--- config.mk ---
export PLATFORM = sky130hd
export DESIGN_NAME = load_unit_top
export DESIGN_NICKNAME = d
export VERILOG_FILES = /design/src/logic/load_pkg.sv /design/src/logic/load_request_fsm.sv /design/src/logic/load_buffer.sv /design/src/logic/load_align.sv /design/src/logic/load_unit_top.sv
export VERILOG_INCLUDE_DIRS = /design/src /design/src/include
export SDC_FILE = /design/constraint.sdc
export NUM_CORES = 1
export LEC_CHECK = 0
export ABC_CLOCK_PERIOD_IN_PS = 3250
export BUFFER_PORTS_ARGS = -buffer_cell sky130_fd_sc_hd__clkbuf_2
export CAP_MARGIN = 25
export CORE_UTILIZATION = 30
export DETAILED_ROUTE_END_ITERATION = 8
export GPL_TIMING_DRIVEN = 0
export REMOVE_ABC_BUFFERS = 1
export SETUP_SLACK_MARGIN = 0.15
export SLEW_MARGIN = 20
export SYNTH_ARGS = -nofsm -noshare
export SYNTH_HDL_FRONTEND = slang
export SYNTH_SLANG_ARGS = --single-unit
export TNS_END_PERCENT = 100
--- constraint.sdc ---
create_clock -name clk_i -period 3.25 [get_ports clk_i]
set_clock_uncertainty 0.2 [all_clocks]
set_input_delay 0.325 -clock clk_i [delete_from_list [all_inputs] [get_ports clk_i]]
set_output_delay 0.325 -clock clk_i [all_outputs]
set_load 0.02 [all_outputs]
--- src/include/load_unit_macros.svh ---
//--------------------------------------
// load unit sizing
//--------------------------------------
`ifndef LOAD_UNIT_MACROS_SVH
`define LOAD_UNIT_MACROS_SVH

// data path width, one 64-bit word
`define LU_XLEN 64

// byte offset inside a word
`define LU_ALIGN_BITS 3

// outstanding-load buffer depth, two or more
`define LU_NR_ENTRIES 4

// cache request id, log2 of the buffer depth
`define LU_REQ_ID_BITS 2

// scoreboard transaction id
`define LU_TRANS_ID_BITS 3

// cache index and tag split of the address
`define LU_INDEX_BITS 12
`define LU_TAG_BITS 20

`endif

--- src/logic/load_pkg.sv ---
//--------------------------------------
// load unit types
//--------------------------------------
`include "load_unit_macros.svh"

package load_pkg;

  //--------------------------------------
  // load type
  //--------------------------------------
  // word, signed and unsigned word, half and byte
  // the encoding only matters inside the unit
  typedef enum logic [2:0] {
    LD,
    LW,
    LWU,
    LH,
    LHU,
    LB,
    LBU
  } load_op_e;

  //--------------------------------------
  // outstanding-load buffer entry
  //--------------------------------------
  // everything the response side needs to retire a load
  // trans_id goes back to the scoreboard
  // offset and op drive the aligner
  typedef struct packed {
    // scoreboard id of the load
    logic [`LU_TRANS_ID_BITS-1:0] trans_id;
    // low address bits, byte position in the word
    logic [`LU_ALIGN_BITS-1:0]    offset;
    // load type for size and extension
    load_op_e                     op;
  } ldbuf_entry_t;

endpackage

--- src/logic/load_request_fsm.sv ---
//--------------------------------------
// load request state machine
//--------------------------------------
`timescale 1ns/1ps
`include "load_unit_macros.svh"

module load_request_fsm (
  input  logic                                  clk_i,
  input  logic                                  rst_n_i,
  input  logic                                  flush_i,
  // issue side
  input  logic                                  valid_i,
  input  logic [`LU_TAG_BITS+`LU_INDEX_BITS-1:0] vaddr_i,
  input  load_pkg::load_op_e                    op_i,
  // store check
  input  logic                                  page_offset_matches_i,
  // cache handshake
  input  logic                                  data_gnt_i,
  input  logic                                  buf_full_i,
  output logic                                  pop_o,
  output logic                                  alloc_o,
  output logic                                  data_req_o,
  output logic [`LU_INDEX_BITS-1:0]             address_index_o,
  output logic [`LU_TAG_BITS-1:0]               address_tag_o,
  output logic [1:0]                            data_size_o,
  output logic                                  tag_valid_o,
  output logic                                  kill_req_o
);
  import load_pkg::*;

  typedef enum logic [2:0] {
    IDLE,
    WAIT_GNT,
    SEND_TAG,
    WAIT_PAGE_OFFSET,
    WAIT_FLUSH
  } state_e;

  state_e                  state_q;
  state_e                  state_d;
  logic [`LU_TAG_BITS-1:0] tag_q;
  logic                    accept;

  // a new load only starts while a buffer slot is free
  assign accept = valid_i && !buf_full_i;

  // index goes out with the request, straight from the address
  assign address_index_o = vaddr_i[`LU_INDEX_BITS-1:0];

  // granted request, the buffer takes an entry
  assign alloc_o = data_req_o && data_gnt_i;

  // log2 of the access bytes
  always_comb begin
    case (op_i)
      LW, LWU: data_size_o = 2'd2;
      LH, LHU: data_size_o = 2'd1;
      LB, LBU: data_size_o = 2'd0;
      default: data_size_o = 2'd3;
    endcase
  end

  //--------------------------------------
  // request control
  //--------------------------------------
  always_comb begin
    state_d     = state_q;
    data_req_o  = 1'b0;
    pop_o       = 1'b0;
    tag_valid_o = 1'b0;
    kill_req_o  = 1'b0;

    case (state_q)
      // send tag shares the accept path with idle
      // so loads can go back to back
      IDLE, SEND_TAG: begin
        tag_valid_o = (state_q == SEND_TAG);
        state_d     = IDLE;
        if (accept) begin
          if (page_offset_matches_i) begin
            // a pending store overlaps, hold off
            state_d = WAIT_PAGE_OFFSET;
          end else begin
            data_req_o = 1'b1;
            if (data_gnt_i) begin
              pop_o   = 1'b1;
              state_d = SEND_TAG;
            end else begin
              state_d = WAIT_GNT;
            end
          end
        end
      end

      // request stays up until the cache grants it
      WAIT_GNT: begin
        data_req_o = 1'b1;
        if (data_gnt_i) begin
          pop_o   = 1'b1;
          state_d = SEND_TAG;
        end
      end

      // retry once the store no longer overlaps
      WAIT_PAGE_OFFSET: begin
        if (!page_offset_matches_i) begin
          state_d = WAIT_GNT;
        end
      end

      // cancel whatever tag the cache still waits for
      WAIT_FLUSH: begin
        kill_req_o  = 1'b1;
        tag_valid_o = 1'b1;
        state_d     = IDLE;
      end

      default: state_d = IDLE;
    endcase

    // flush wins over any other transition
    if (flush_i) begin
      state_d = WAIT_FLUSH;
    end
  end

  always_ff @(posedge clk_i or negedge rst_n_i) begin
    if (!rst_n_i) begin
      state_q <= IDLE;
    end else begin
      state_q <= state_d;
    end
  end

  // tag bits kept for the cycle after the grant
  always_ff @(posedge clk_i) begin
    if (alloc_o) begin
      tag_q <= vaddr_i[`LU_TAG_BITS+`LU_INDEX_BITS-1:`LU_INDEX_BITS];
    end
  end

  assign address_tag_o = tag_q;

endmodule

--- src/logic/load_buffer.sv ---
//--------------------------------------
// outstanding-load buffer
//--------------------------------------
`timescale 1ns/1ps
`include "load_unit_macros.svh"

module load_buffer (
  input  logic                         clk_i,
  input  logic                         rst_n_i,
  input  logic                         flush_i,
  // write side, from the request FSM
  input  logic                         alloc_i,
  input  logic [`LU_TRANS_ID_BITS-1:0] trans_id_i,
  input  logic [`LU_ALIGN_BITS-1:0]    offset_i,
  input  load_pkg::load_op_e           op_i,
  input  logic                         kill_req_i,
  // read side, from the cache response
  input  logic                         data_rvalid_i,
  input  logic [`LU_REQ_ID_BITS-1:0]   data_rid_i,
  output logic                         full_o,
  output logic [`LU_REQ_ID_BITS-1:0]   free_id_o,
  output logic                         rd_valid_o,
  output load_pkg::ldbuf_entry_t       rd_entry_o
);
  import load_pkg::*;

  ldbuf_entry_t                entries_q [`LU_NR_ENTRIES];
  logic [`LU_NR_ENTRIES-1:0]   valid_q;
  logic [`LU_NR_ENTRIES-1:0]   valid_d;
  logic [`LU_NR_ENTRIES-1:0]   flushed_q;
  logic [`LU_NR_ENTRIES-1:0]   flushed_d;
  logic [`LU_REQ_ID_BITS-1:0]  last_id_q;

  assign full_o = &valid_q;

  // lowest free slot, scan from the top so the last hit wins
  always_comb begin
    free_id_o = '0;
    for (int i = `LU_NR_ENTRIES - 1; i >= 0; i--) begin
      if (!valid_q[i]) begin
        free_id_o = i[`LU_REQ_ID_BITS-1:0];
      end
    end
  end

  //--------------------------------------
  // slot flags
  //--------------------------------------
  always_comb begin
    valid_d   = valid_q;
    flushed_d = flushed_q;
    // flush silences every outstanding load
    if (flush_i) begin
      flushed_d = '1;
    end
    // response frees its slot, it cannot be stalled
    if (data_rvalid_i) begin
      valid_d[data_rid_i] = 1'b0;
    end
    // a new load takes the free slot, clean
    if (alloc_i) begin
      valid_d[free_id_o]   = 1'b1;
      flushed_d[free_id_o] = 1'b0;
    end
  end

  always_ff @(posedge clk_i or negedge rst_n_i) begin
    if (!rst_n_i) begin
      valid_q   <= '0;
      flushed_q <= '0;
      last_id_q <= '0;
    end else begin
      valid_q   <= valid_d;
      flushed_q <= flushed_d;
      // id of the most recent request, the one a kill can hit
      if (alloc_i) begin
        last_id_q <= free_id_o;
      end
    end
  end

  // entry payload
  always_ff @(posedge clk_i) begin
    if (alloc_i) begin
      entries_q[free_id_o] <= '{trans_id: trans_id_i, offset: offset_i, op: op_i};
    end
  end

  //--------------------------------------
  // response lookup
  //--------------------------------------
  assign rd_entry_o = entries_q[data_rid_i];

  // drop responses for flushed slots and for the request being killed
  assign rd_valid_o = data_rvalid_i && valid_q[data_rid_i] && !flushed_q[data_rid_i] &&
                      !(kill_req_i && (data_rid_i == last_id_q));

endmodule

--- src/logic/load_align.sv ---
//--------------------------------------
// load result aligner
//--------------------------------------
`timescale 1ns/1ps
`include "load_unit_macros.svh"

module load_align (
  input  logic                         rd_valid_i,
  input  load_pkg::ldbuf_entry_t       rd_entry_i,
  input  logic [`LU_XLEN-1:0]          data_rdata_i,
  output logic                         valid_o,
  output logic [`LU_TRANS_ID_BITS-1:0] trans_id_o,
  output logic [`LU_XLEN-1:0]          result_o
);
  import load_pkg::*;

  logic [`LU_XLEN-1:0]       shifted;
  logic [`LU_XLEN/8-1:0]     byte_msbs;
  logic [`LU_ALIGN_BITS-1:0] sign_byte;
  logic                      is_signed;
  logic                      sign_bit;

  assign valid_o    = rd_valid_i;
  assign trans_id_o = rd_entry_i.trans_id;

  // move the addressed bytes down to bit 0
  assign shifted = data_rdata_i >> {rd_entry_i.offset, 3'b000};

  // top bit of every byte, the sign is picked from here
  // in parallel with the shifter
  for (genvar i = 0; i < `LU_XLEN / 8; i++) begin : gen_byte_msbs
    assign byte_msbs[i] = data_rdata_i[8*i+7];
  end

  // top byte of the access
  always_comb begin
    case (rd_entry_i.op)
      LW:      sign_byte = rd_entry_i.offset + 3'd3;
      LH:      sign_byte = rd_entry_i.offset + 3'd1;
      default: sign_byte = rd_entry_i.offset;
    endcase
  end

  assign is_signed = rd_entry_i.op inside {LW, LH, LB};
  // unsigned loads extend with zero
  assign sign_bit  = is_signed && byte_msbs[sign_byte];

  //--------------------------------------
  // extension
  //--------------------------------------
  always_comb begin
    case (rd_entry_i.op)
      LW, LWU: result_o = {{(`LU_XLEN-32){sign_bit}}, shifted[31:0]};
      LH, LHU: result_o = {{(`LU_XLEN-16){sign_bit}}, shifted[15:0]};
      LB, LBU: result_o = {{(`LU_XLEN-8){sign_bit}}, shifted[7:0]};
      // full word, nothing to extend
      default: result_o = shifted;
    endcase
  end

endmodule

--- src/logic/load_unit_top.sv ---
//--------------------------------------
// load unit top
//--------------------------------------
`timescale 1ns/1ps
`include "load_unit_macros.svh"

module load_unit_top (
  input  logic                                  clk_i,
  input  logic                                  rst_n_i,
  input  logic                                  flush_i,
  // issue side
  input  logic                                  valid_i,
  input  logic [`LU_TRANS_ID_BITS-1:0]          trans_id_i,
  input  logic [`LU_TAG_BITS+`LU_INDEX_BITS-1:0] vaddr_i,
  input  load_pkg::load_op_e                    op_i,
  output logic                                  pop_o,
  // store check
  output logic [`LU_INDEX_BITS-1:0]             page_offset_o,
  input  logic                                  page_offset_matches_i,
  // cache request and tag
  output logic                                  data_req_o,
  output logic [`LU_INDEX_BITS-1:0]             address_index_o,
  output logic [`LU_REQ_ID_BITS-1:0]            data_id_o,
  output logic [1:0]                            data_size_o,
  input  logic                                  data_gnt_i,
  output logic                                  tag_valid_o,
  output logic [`LU_TAG_BITS-1:0]               address_tag_o,
  output logic                                  kill_req_o,
  // cache response
  input  logic                                  data_rvalid_i,
  input  logic [`LU_REQ_ID_BITS-1:0]            data_rid_i,
  input  logic [`LU_XLEN-1:0]                   data_rdata_i,
  // writeback
  output logic                                  valid_o,
  output logic [`LU_TRANS_ID_BITS-1:0]          trans_id_o,
  output logic [`LU_XLEN-1:0]                   result_o
);
  import load_pkg::*;

  logic                       alloc;
  logic                       buf_full;
  logic [`LU_REQ_ID_BITS-1:0] free_id;
  logic                       rd_valid;
  ldbuf_entry_t               rd_entry;

  // low address bits go to the store check
  assign page_offset_o = vaddr_i[`LU_INDEX_BITS-1:0];
  // request id is the slot the load will occupy
  assign data_id_o     = free_id;

  // producer, drives the cache request side
  load_request_fsm u_fsm (
    .clk_i                 (clk_i),
    .rst_n_i               (rst_n_i),
    .flush_i               (flush_i),
    .valid_i               (valid_i),
    .vaddr_i               (vaddr_i),
    .op_i                  (op_i),
    .page_offset_matches_i (page_offset_matches_i),
    .data_gnt_i            (data_gnt_i),
    .buf_full_i            (buf_full),
    .pop_o                 (pop_o),
    .alloc_o               (alloc),
    .data_req_o            (data_req_o),
    .address_index_o       (address_index_o),
    .address_tag_o         (address_tag_o),
    .data_size_o           (data_size_o),
    .tag_valid_o           (tag_valid_o),
    .kill_req_o            (kill_req_o)
  );

  // tracks loads between grant and response
  load_buffer u_buffer (
    .clk_i         (clk_i),
    .rst_n_i       (rst_n_i),
    .flush_i       (flush_i),
    .alloc_i       (alloc),
    .trans_id_i    (trans_id_i),
    .offset_i      (vaddr_i[`LU_ALIGN_BITS-1:0]),
    .op_i          (op_i),
    .kill_req_i    (kill_req_o),
    .data_rvalid_i (data_rvalid_i),
    .data_rid_i    (data_rid_i),
    .full_o        (buf_full),
    .free_id_o     (free_id),
    .rd_valid_o    (rd_valid),
    .rd_entry_o    (rd_entry)
  );

  // consumer, same-cycle result
  load_align u_align (
    .rd_valid_i   (rd_valid),
    .rd_entry_i   (rd_entry),
    .data_rdata_i (data_rdata_i),
    .valid_o      (valid_o),
    .trans_id_o   (trans_id_o),
    .result_o     (result_o)
  );

endmodule

After elaboration in Yosys (flattened, before gate mapping)
Memories as Yosys holds them, arrays and structs flattened.
Cells that the tools add are included.
{ "totals": {"ff_bits": 33, "ram_bits": 36, "inputBits": 111, "out_inout_bits": 120, "wordCells": 100, "n_memories": 1} }
{ "mem_list": {"columns": ["memory", "words", "word_bits", "rd", "rd_clocked_by_memory_dff", "wr", "line", "text"], "rows": [
  ["u_buffer.entries_q", 4, 9, 1, 0, 1, "load_buffer.sv:27", "ldbuf_entry_t entries_q [`LU_NR_ENTRIES];"]
]} }
{ "op_classes": {"add_sub_neg": 2, "order_cmp": 5, "n_eq_ne": 19, "shift": 1, "n_mux": 39, "n_bitwise": 5, "reduce_logical": 23} }
{ "ops": {"columns": ["op", "count"], "rows": [
  ["case mux 64 bit (3 select lines)", 1],
  [">> shifter 64 x 6 -> 64 bit", 1],
  ["== test 3 bit (second input constant)", 7],
  ["== test 3 x 2 -> 1 bit (second input constant)", 6],
  ["2-to-1 mux 4 bit", 4],
  ["2-to-1 mux 3 bit", 5],
  ["OR reduction 2 bit", 7],
  ["2-to-1 mux 1 bit", 13],
  ["2-to-1 mux 2 bit", 5],
  ["== test 3 x 1 -> 1 bit (second input constant)", 3],
  ["logical AND 1 bit", 9],
  ["case mux 3 bit (3 select lines)", 1],
  ["AND 4 bit", 2],
  ["inverter 4 bit", 2],
  ["< comparator 2 x 3 -> 1 bit (second input constant)", 2],
  ["inequality test 3 bit (second input constant)", 2],
  ["case mux 1 bit (2 select lines)", 3],
  ["case mux 2 bit (3 select lines)", 1],
  ["case mux 3 bit (2 select lines)", 1],
  ["binary-select mux 1 bit (select 2 bit)", 2],
  ["demux 1 bit (select 2 bit)", 2],
  [">= comparator 2 x 1 -> 1 bit (second input constant)", 2],
  ["< comparator 3 x 4 -> 1 bit (second input constant)", 1],
  ["OR 4 bit", 1],
  ["other kinds (9)", 11]
]} }

Depth between registers and ports, before layout
{ "logic_depth": {"ltp_word": 11, "mapped_depth": 12, "depth_no_buf": 9} }

Hierarchy
Synthesis repeated with hierarchy kept, for this count alone.
{ "unflattened": {"hier_cells": 531, "area_unflattened_um2": 5366.4} }
{ "modules_own_cells": {"columns": ["mod", "instances", "cells_each", "area_each_um2", "seq_area_each_um2"], "rows": [
  ["load_align", 1, 363, 2566.2, 0.0],
  ["load_buffer", 1, 101, 1813.0, 1331.3],
  ["load_request_fsm", 1, 55, 897.1, 675.6],
  ["load_unit_top", 1, 12, 90.1, 0.0]
]} }

Worst setup path before layout
OpenSTA, ideal clock, no wires.
{ "synth_path": {"path_kind": "in2out", "from": "in data_rid_i[0]", "to": "out result_o[22]", "arrival_time_ns": 3.408, "slack_ns": -0.683, "cell_stages": 10, "n_path_buf": 3, "cell_sequence": "buf_6 -> mux4_2 -> inv_1 -> clkbuf_1 -> fa_1 -> mux2_2 -> o211ai_1 -> nand2_1 -> buf_2 -> o31ai_1"} }
{ "synth_between": {"elab_chain_cells": 7, "word_cells_on_any_way": 19} }
{ "synth_lines": {"columns": ["item", "line", "text"], "rows": [
  ["start: declaration", "load_unit_top.sv:31", "input logic [`LU_REQ_ID_BITS-1:0] data_rid_i,"],
  ["memory (4 x 9 bit) *", null, null],
  ["adder 3 x 1 -> 3 bit (tied with other cells)", "load_align.sv:39", "LH: sign_byte = rd_entry_i.offset + 3'd1;"],
  ["case mux 3 bit (2 select lines)", "load_align.sv:37", "case (rd_entry_i.op)"],
  ["binary-select mux 1 bit (select 3 bit)", "load_align.sv:46", "assign sign_bit = is_signed && byte_msbs[sign_byte];"],
  ["2-to-1 mux 1 bit (implied by the code)", "load_align.sv:46", null],
  ["logical AND 1 bit", "load_align.sv:46", null],
  ["case mux 64 bit (3 select lines) *", "load_align.sv:52", "case (rd_entry_i.op)"],
  ["end: declaration", "load_unit_top.sv:36", "output logic [`LU_XLEN-1:0] result_o"]
]} }
Every way passes the cells marked *; elsewhere a longest branch is shown, timed or not. The select of a mux whose other input is x is not followed.

Worst setup path in the final report
{ "layout_path": {"from": "mem u_buffer.entries_q[3][4] (netlist name)", "to": "out result_o[56]"} }
{ "layout_between": {"elab_chain_cells": 7, "word_cells_on_any_way": 9} }
{ "layout_lines": {"columns": ["item", "line"], "rows": [
  ["start: declaration", "load_buffer.sv:27"],
  ["memory (4 x 9 bit) *", null],
  ["adder 3 x 1 -> 3 bit / adder 3 x 2 -> 3 bit (equally long branches)", "load_align.sv:39, load_align.sv:38"],
  ["case mux 3 bit (2 select lines)", "load_align.sv:37"],
  ["binary-select mux 1 bit (select 3 bit)", "load_align.sv:46"],
  ["2-to-1 mux 1 bit (implied by the code)", "load_align.sv:46"],
  ["logical AND 1 bit", "load_align.sv:46"],
  ["case mux 64 bit (3 select lines) *", "load_align.sv:52"]
]} }
Marked as above.

==> impl_metrics.yaml <==
synth:
  async_flop_share_pct: 18.8
  yosysWarnings: 0
  postSynthCellCount: 475
  ys_types: 49
  seq_area_frac_synth_pct: 37.5
  synth-xor-area-share_pct: 1.75
  yosysMostFrequentCell: "edfxtp_1"
  yosysTopAreaCellShare_pct: 31.4
  synth_compound_area_share_pct: 14.7
  synth-simple-area-share_pct: 9.95
  ys_ff_latch: 69
  ys.flop_type: "edfxtp_1"
  synth_fa_ha_area_share_pct: 0.374
  syn_avg_cell_area_sq_um: 11.3
  synth_area_leader_cell: "edfxtp_1"
  synth_top_family_by_area: "multiplexers"
  synth_mux_area_share_pct: 27.4
  netlist_top_cells_area: "edfxtp_1 (31%), mux4_2 (17%), mux2i_1 (6.4%), dfrtp_1 (6.1%), mux2_2 (3.8%)"
  netlist_area_sq_um: 5360
  synth_edf_count: 56
  synth_top_cells_by_count: "edfxtp_1 (56), nand2_1 (54), mux4_2 (41)"
cells_and_area:
  final_layout_size_suffix_gt1_share_pct: 57.3
  final_cells: 928
  syn2layout_area_growth_pct: 55.1
  final_nets: 809
  final_area_sq_um: 8310
  final_core_util_pct: 47.9
  nFillCells: 1528
power_and_ir_drop:
  power_frac_clock_pct: 26.7
  pwr-share-seq_pct: 28.8
  p_leak_nw: 3.37
  ir_worst_vdd_uv: 428
  totalPowerFinal_mw: 3.55
  power.internal_mw: 2.32
  power_density_nw_per_um2: 427
  p_sw_share_pct: 34.6
  share_comb_of_total_power_pct: 44.6
  switching_power_mw: 1.23
sta:
  setup_slack_ns: -0.608
  post-route-period-util_pct: 119
  final_hold_viol_count: 0
  worst_slew_pin_slew_ns: 0.761
  drv_slew: 0
  min_period_ns: 3.86
  setup-violations-final: 57
  slew_headroom_pct: 49.1
  rsz0062_at_grt: "yes"
  fmax_mhz: 259
setup_path:
  cpMaxStageDelayCell: "mux4_4"
  critical-path-top-delay-family: "multiplexers"
  crit_type: "register to primary output"
  reg2reg_depth: 7
  crit_path_end: "result_o[56]"
  r2r_slack_ns: 0.46
  cp_max_fo: 8
  worstPathRequired_ns: 2.72
  worstPathBufferInverterCount: 3
  cp-start-kind: "register"
  worstPathArrival_ns: 3.33
  worstPathCellList: "mux4_4 > clkinvlp_4 > fa_2 > mux2_4 > o211ai_1 > buf_4 > nand3_4 > o21ai_1 > clkbuf_4"
  startpoint: "u_buffer.entries_q[3][4]"
  end_kind: "primary output"
  rr_endpoint: "u_buffer.entries_q[2][0]"
  cp_num_cells: 9
  critPathMaxStageDelay_ns: 0.69
  r2r-start: "u_buffer.valid_q[1]"
place:
  placed_area_sq_um: 6380
  dp_hpwl_mm: 12.0
  dp.cells: 843
  io_buffers: 203
  post-place-ws_ns: -2.65
  gp_congestion: 0.904
floorplan:
  core_area_sq_um: 17400
  row_count: 48
  io_pins: 231
  die_w_um: 136
  start_util_pct: 30.9
  dieArea_sq_um: 18400
  die-height_um: 136
routing:
  drt-initial-drc-count: 286
  via_per_inst: 5.74
  routedWlPerCell_um: 22.4
  first_pass_iters: 5
  drc: 0
  wirelength_mm: 20.8
  vias: 5324
  antenna_left: 0
clocking:
  cts_max_level: 3
  clock-sinks: 69
  cts_buffers: 9
  cts_tree: "yes"
  clkTransAtPathRegs_ns: 0.05
  cts-root-buf: "clkbuf_16"
  cts_buffer_depth: 2
  insertion_delay_ns: 0.33
outcome:
  violations: "setup timing"
  status: "finished with violations"
grt:
  grt_max_degree: 37
  grt_pass1_vias: 5269
  grt_pass1_wl_mm: 29.9
  grt_overflow: 0
  grt_usage_pct: 21.5
  grt_antenna_before_repair: 1
job:
  maxCapViolations: 0
worst_hold_path:
  hold_path_class: "input port to register"
  whs_path_depth: 1
worst min path at each step:
stage                  start                        to  slack (ns)
6_report       trans_id_i[1]  u_buffer.entries_q[1][7]        0.02
5_1_grt        trans_id_i[1]  u_buffer.entries_q[3][7]        0.02
4_1_cts        trans_id_i[0]  u_buffer.entries_q[2][6]        0.01
3_5_place_dp         rst_n_i       u_buffer.valid_q[1]        0.04
3_3_place_gp         rst_n_i       u_buffer.valid_q[1]        0.03
2_1_floorplan        rst_n_i     u_buffer.flushed_q[0]       -0.17
placed cells by master (no fill, tap or decap), drive strengths merged, types with 13 or more instances in the layout:
| master | instances |
|---|---|
| buf | 87 |
| mux2i | 34 |
| mux4 | 44 |
| nand2b | 14 |
| nor2 | 13 |
| mux2 | 18 |
| o21ai | 37 |
| edfxtp | 56 |
| nand2 | 57 |
| dlygate4sd3 | 21 |
| dfrtp | 13 |
| clkbuf | 173 |
| o31ai | 24 |
worst register-to-register path: stages, from the launching register on:
cell	delay, ns
dfrtp_1	0.44
nand4_1	0.16
nand3_1	0.14
o22ai_1	0.22
nand2_1	0.25
clkinvlp_4	0.43
nand3b_1	0.19
inv_1	0.39
power groups by stage:
| stage | combinational (mW) | clock, mW | sequential [mW] |
|---|---|---|---|
| 6_report | 1.58 | 0.946 | 1.02 |
| 3_5_place_dp | 1.08 | 0 | 1.04 |
| 4_1_cts | 1.39 | 0.961 | 1.02 |
| 2_1_floorplan | 0.657 | 0 | 1.04 |
| 3_3_place_gp | 1.05 | 0 | 1.03 |
| 5_1_grt | 1.66 | 0.999 | 1.02 |
routing by layer:
layer / GRT usage [%] / part of all wire, %
met4: 8.99 / 2.8
met3: 5.05 / 9.1
met2: 37.3 / 50
met1: 25.2 / 38
met5: 0 / 0
sequential cells by signal, summed over array words and instances, names as in the netlist:
name                 count
u_buffer.entries_q      36
u_buffer.flushed_q       4
u_buffer.last_id_q       2
u_buffer.valid_q         4
u_fsm.address_tag_o     20
u_fsm.state_q            3
kinds of logic after synthesis:
family,after synthesis
fa+ha+maj,1
simple gates,111
mux,93
flops,69
buf+inv,79
compound gates,113
xor+xnor,9
stage by stage:
step	hold WS [ns]	TNS [ns]
after floorplan	-0.171	-89.89
after global placement	0.0330	-179.01
after detailed placement	0.0400	-135.67
after CTS	0.0119	-28.53
after global routing	0.0189	-36.63
final	0.0224	-30.39
repair_timing:
action,CTS,global route
resized for setup,146,117
setup buffers,26,6
hold buffers,21,0
hold endpoints to repair,33,0
endpoints found under the setup margin,64,82
cloned,9,6
pin swaps,12,16
final cells by class:
type / instances / area (sq um) / area share, %
repair buffers: 269 / 2130 / 25.7
diodes: 1 / 2.50 / 0.0301
flip-flops and latches: 69 / 2010 / 24.2
multi-input cells: 335 / 3530 / 42.5
clock buffers: 12 / 246 / 2.97
well taps: 225 / 282 / 3.39
clock inverters: 4 / 47.5 / 0.572
inverters: 13 / 56.3 / 0.678
(Power assumes the default switching activity.)
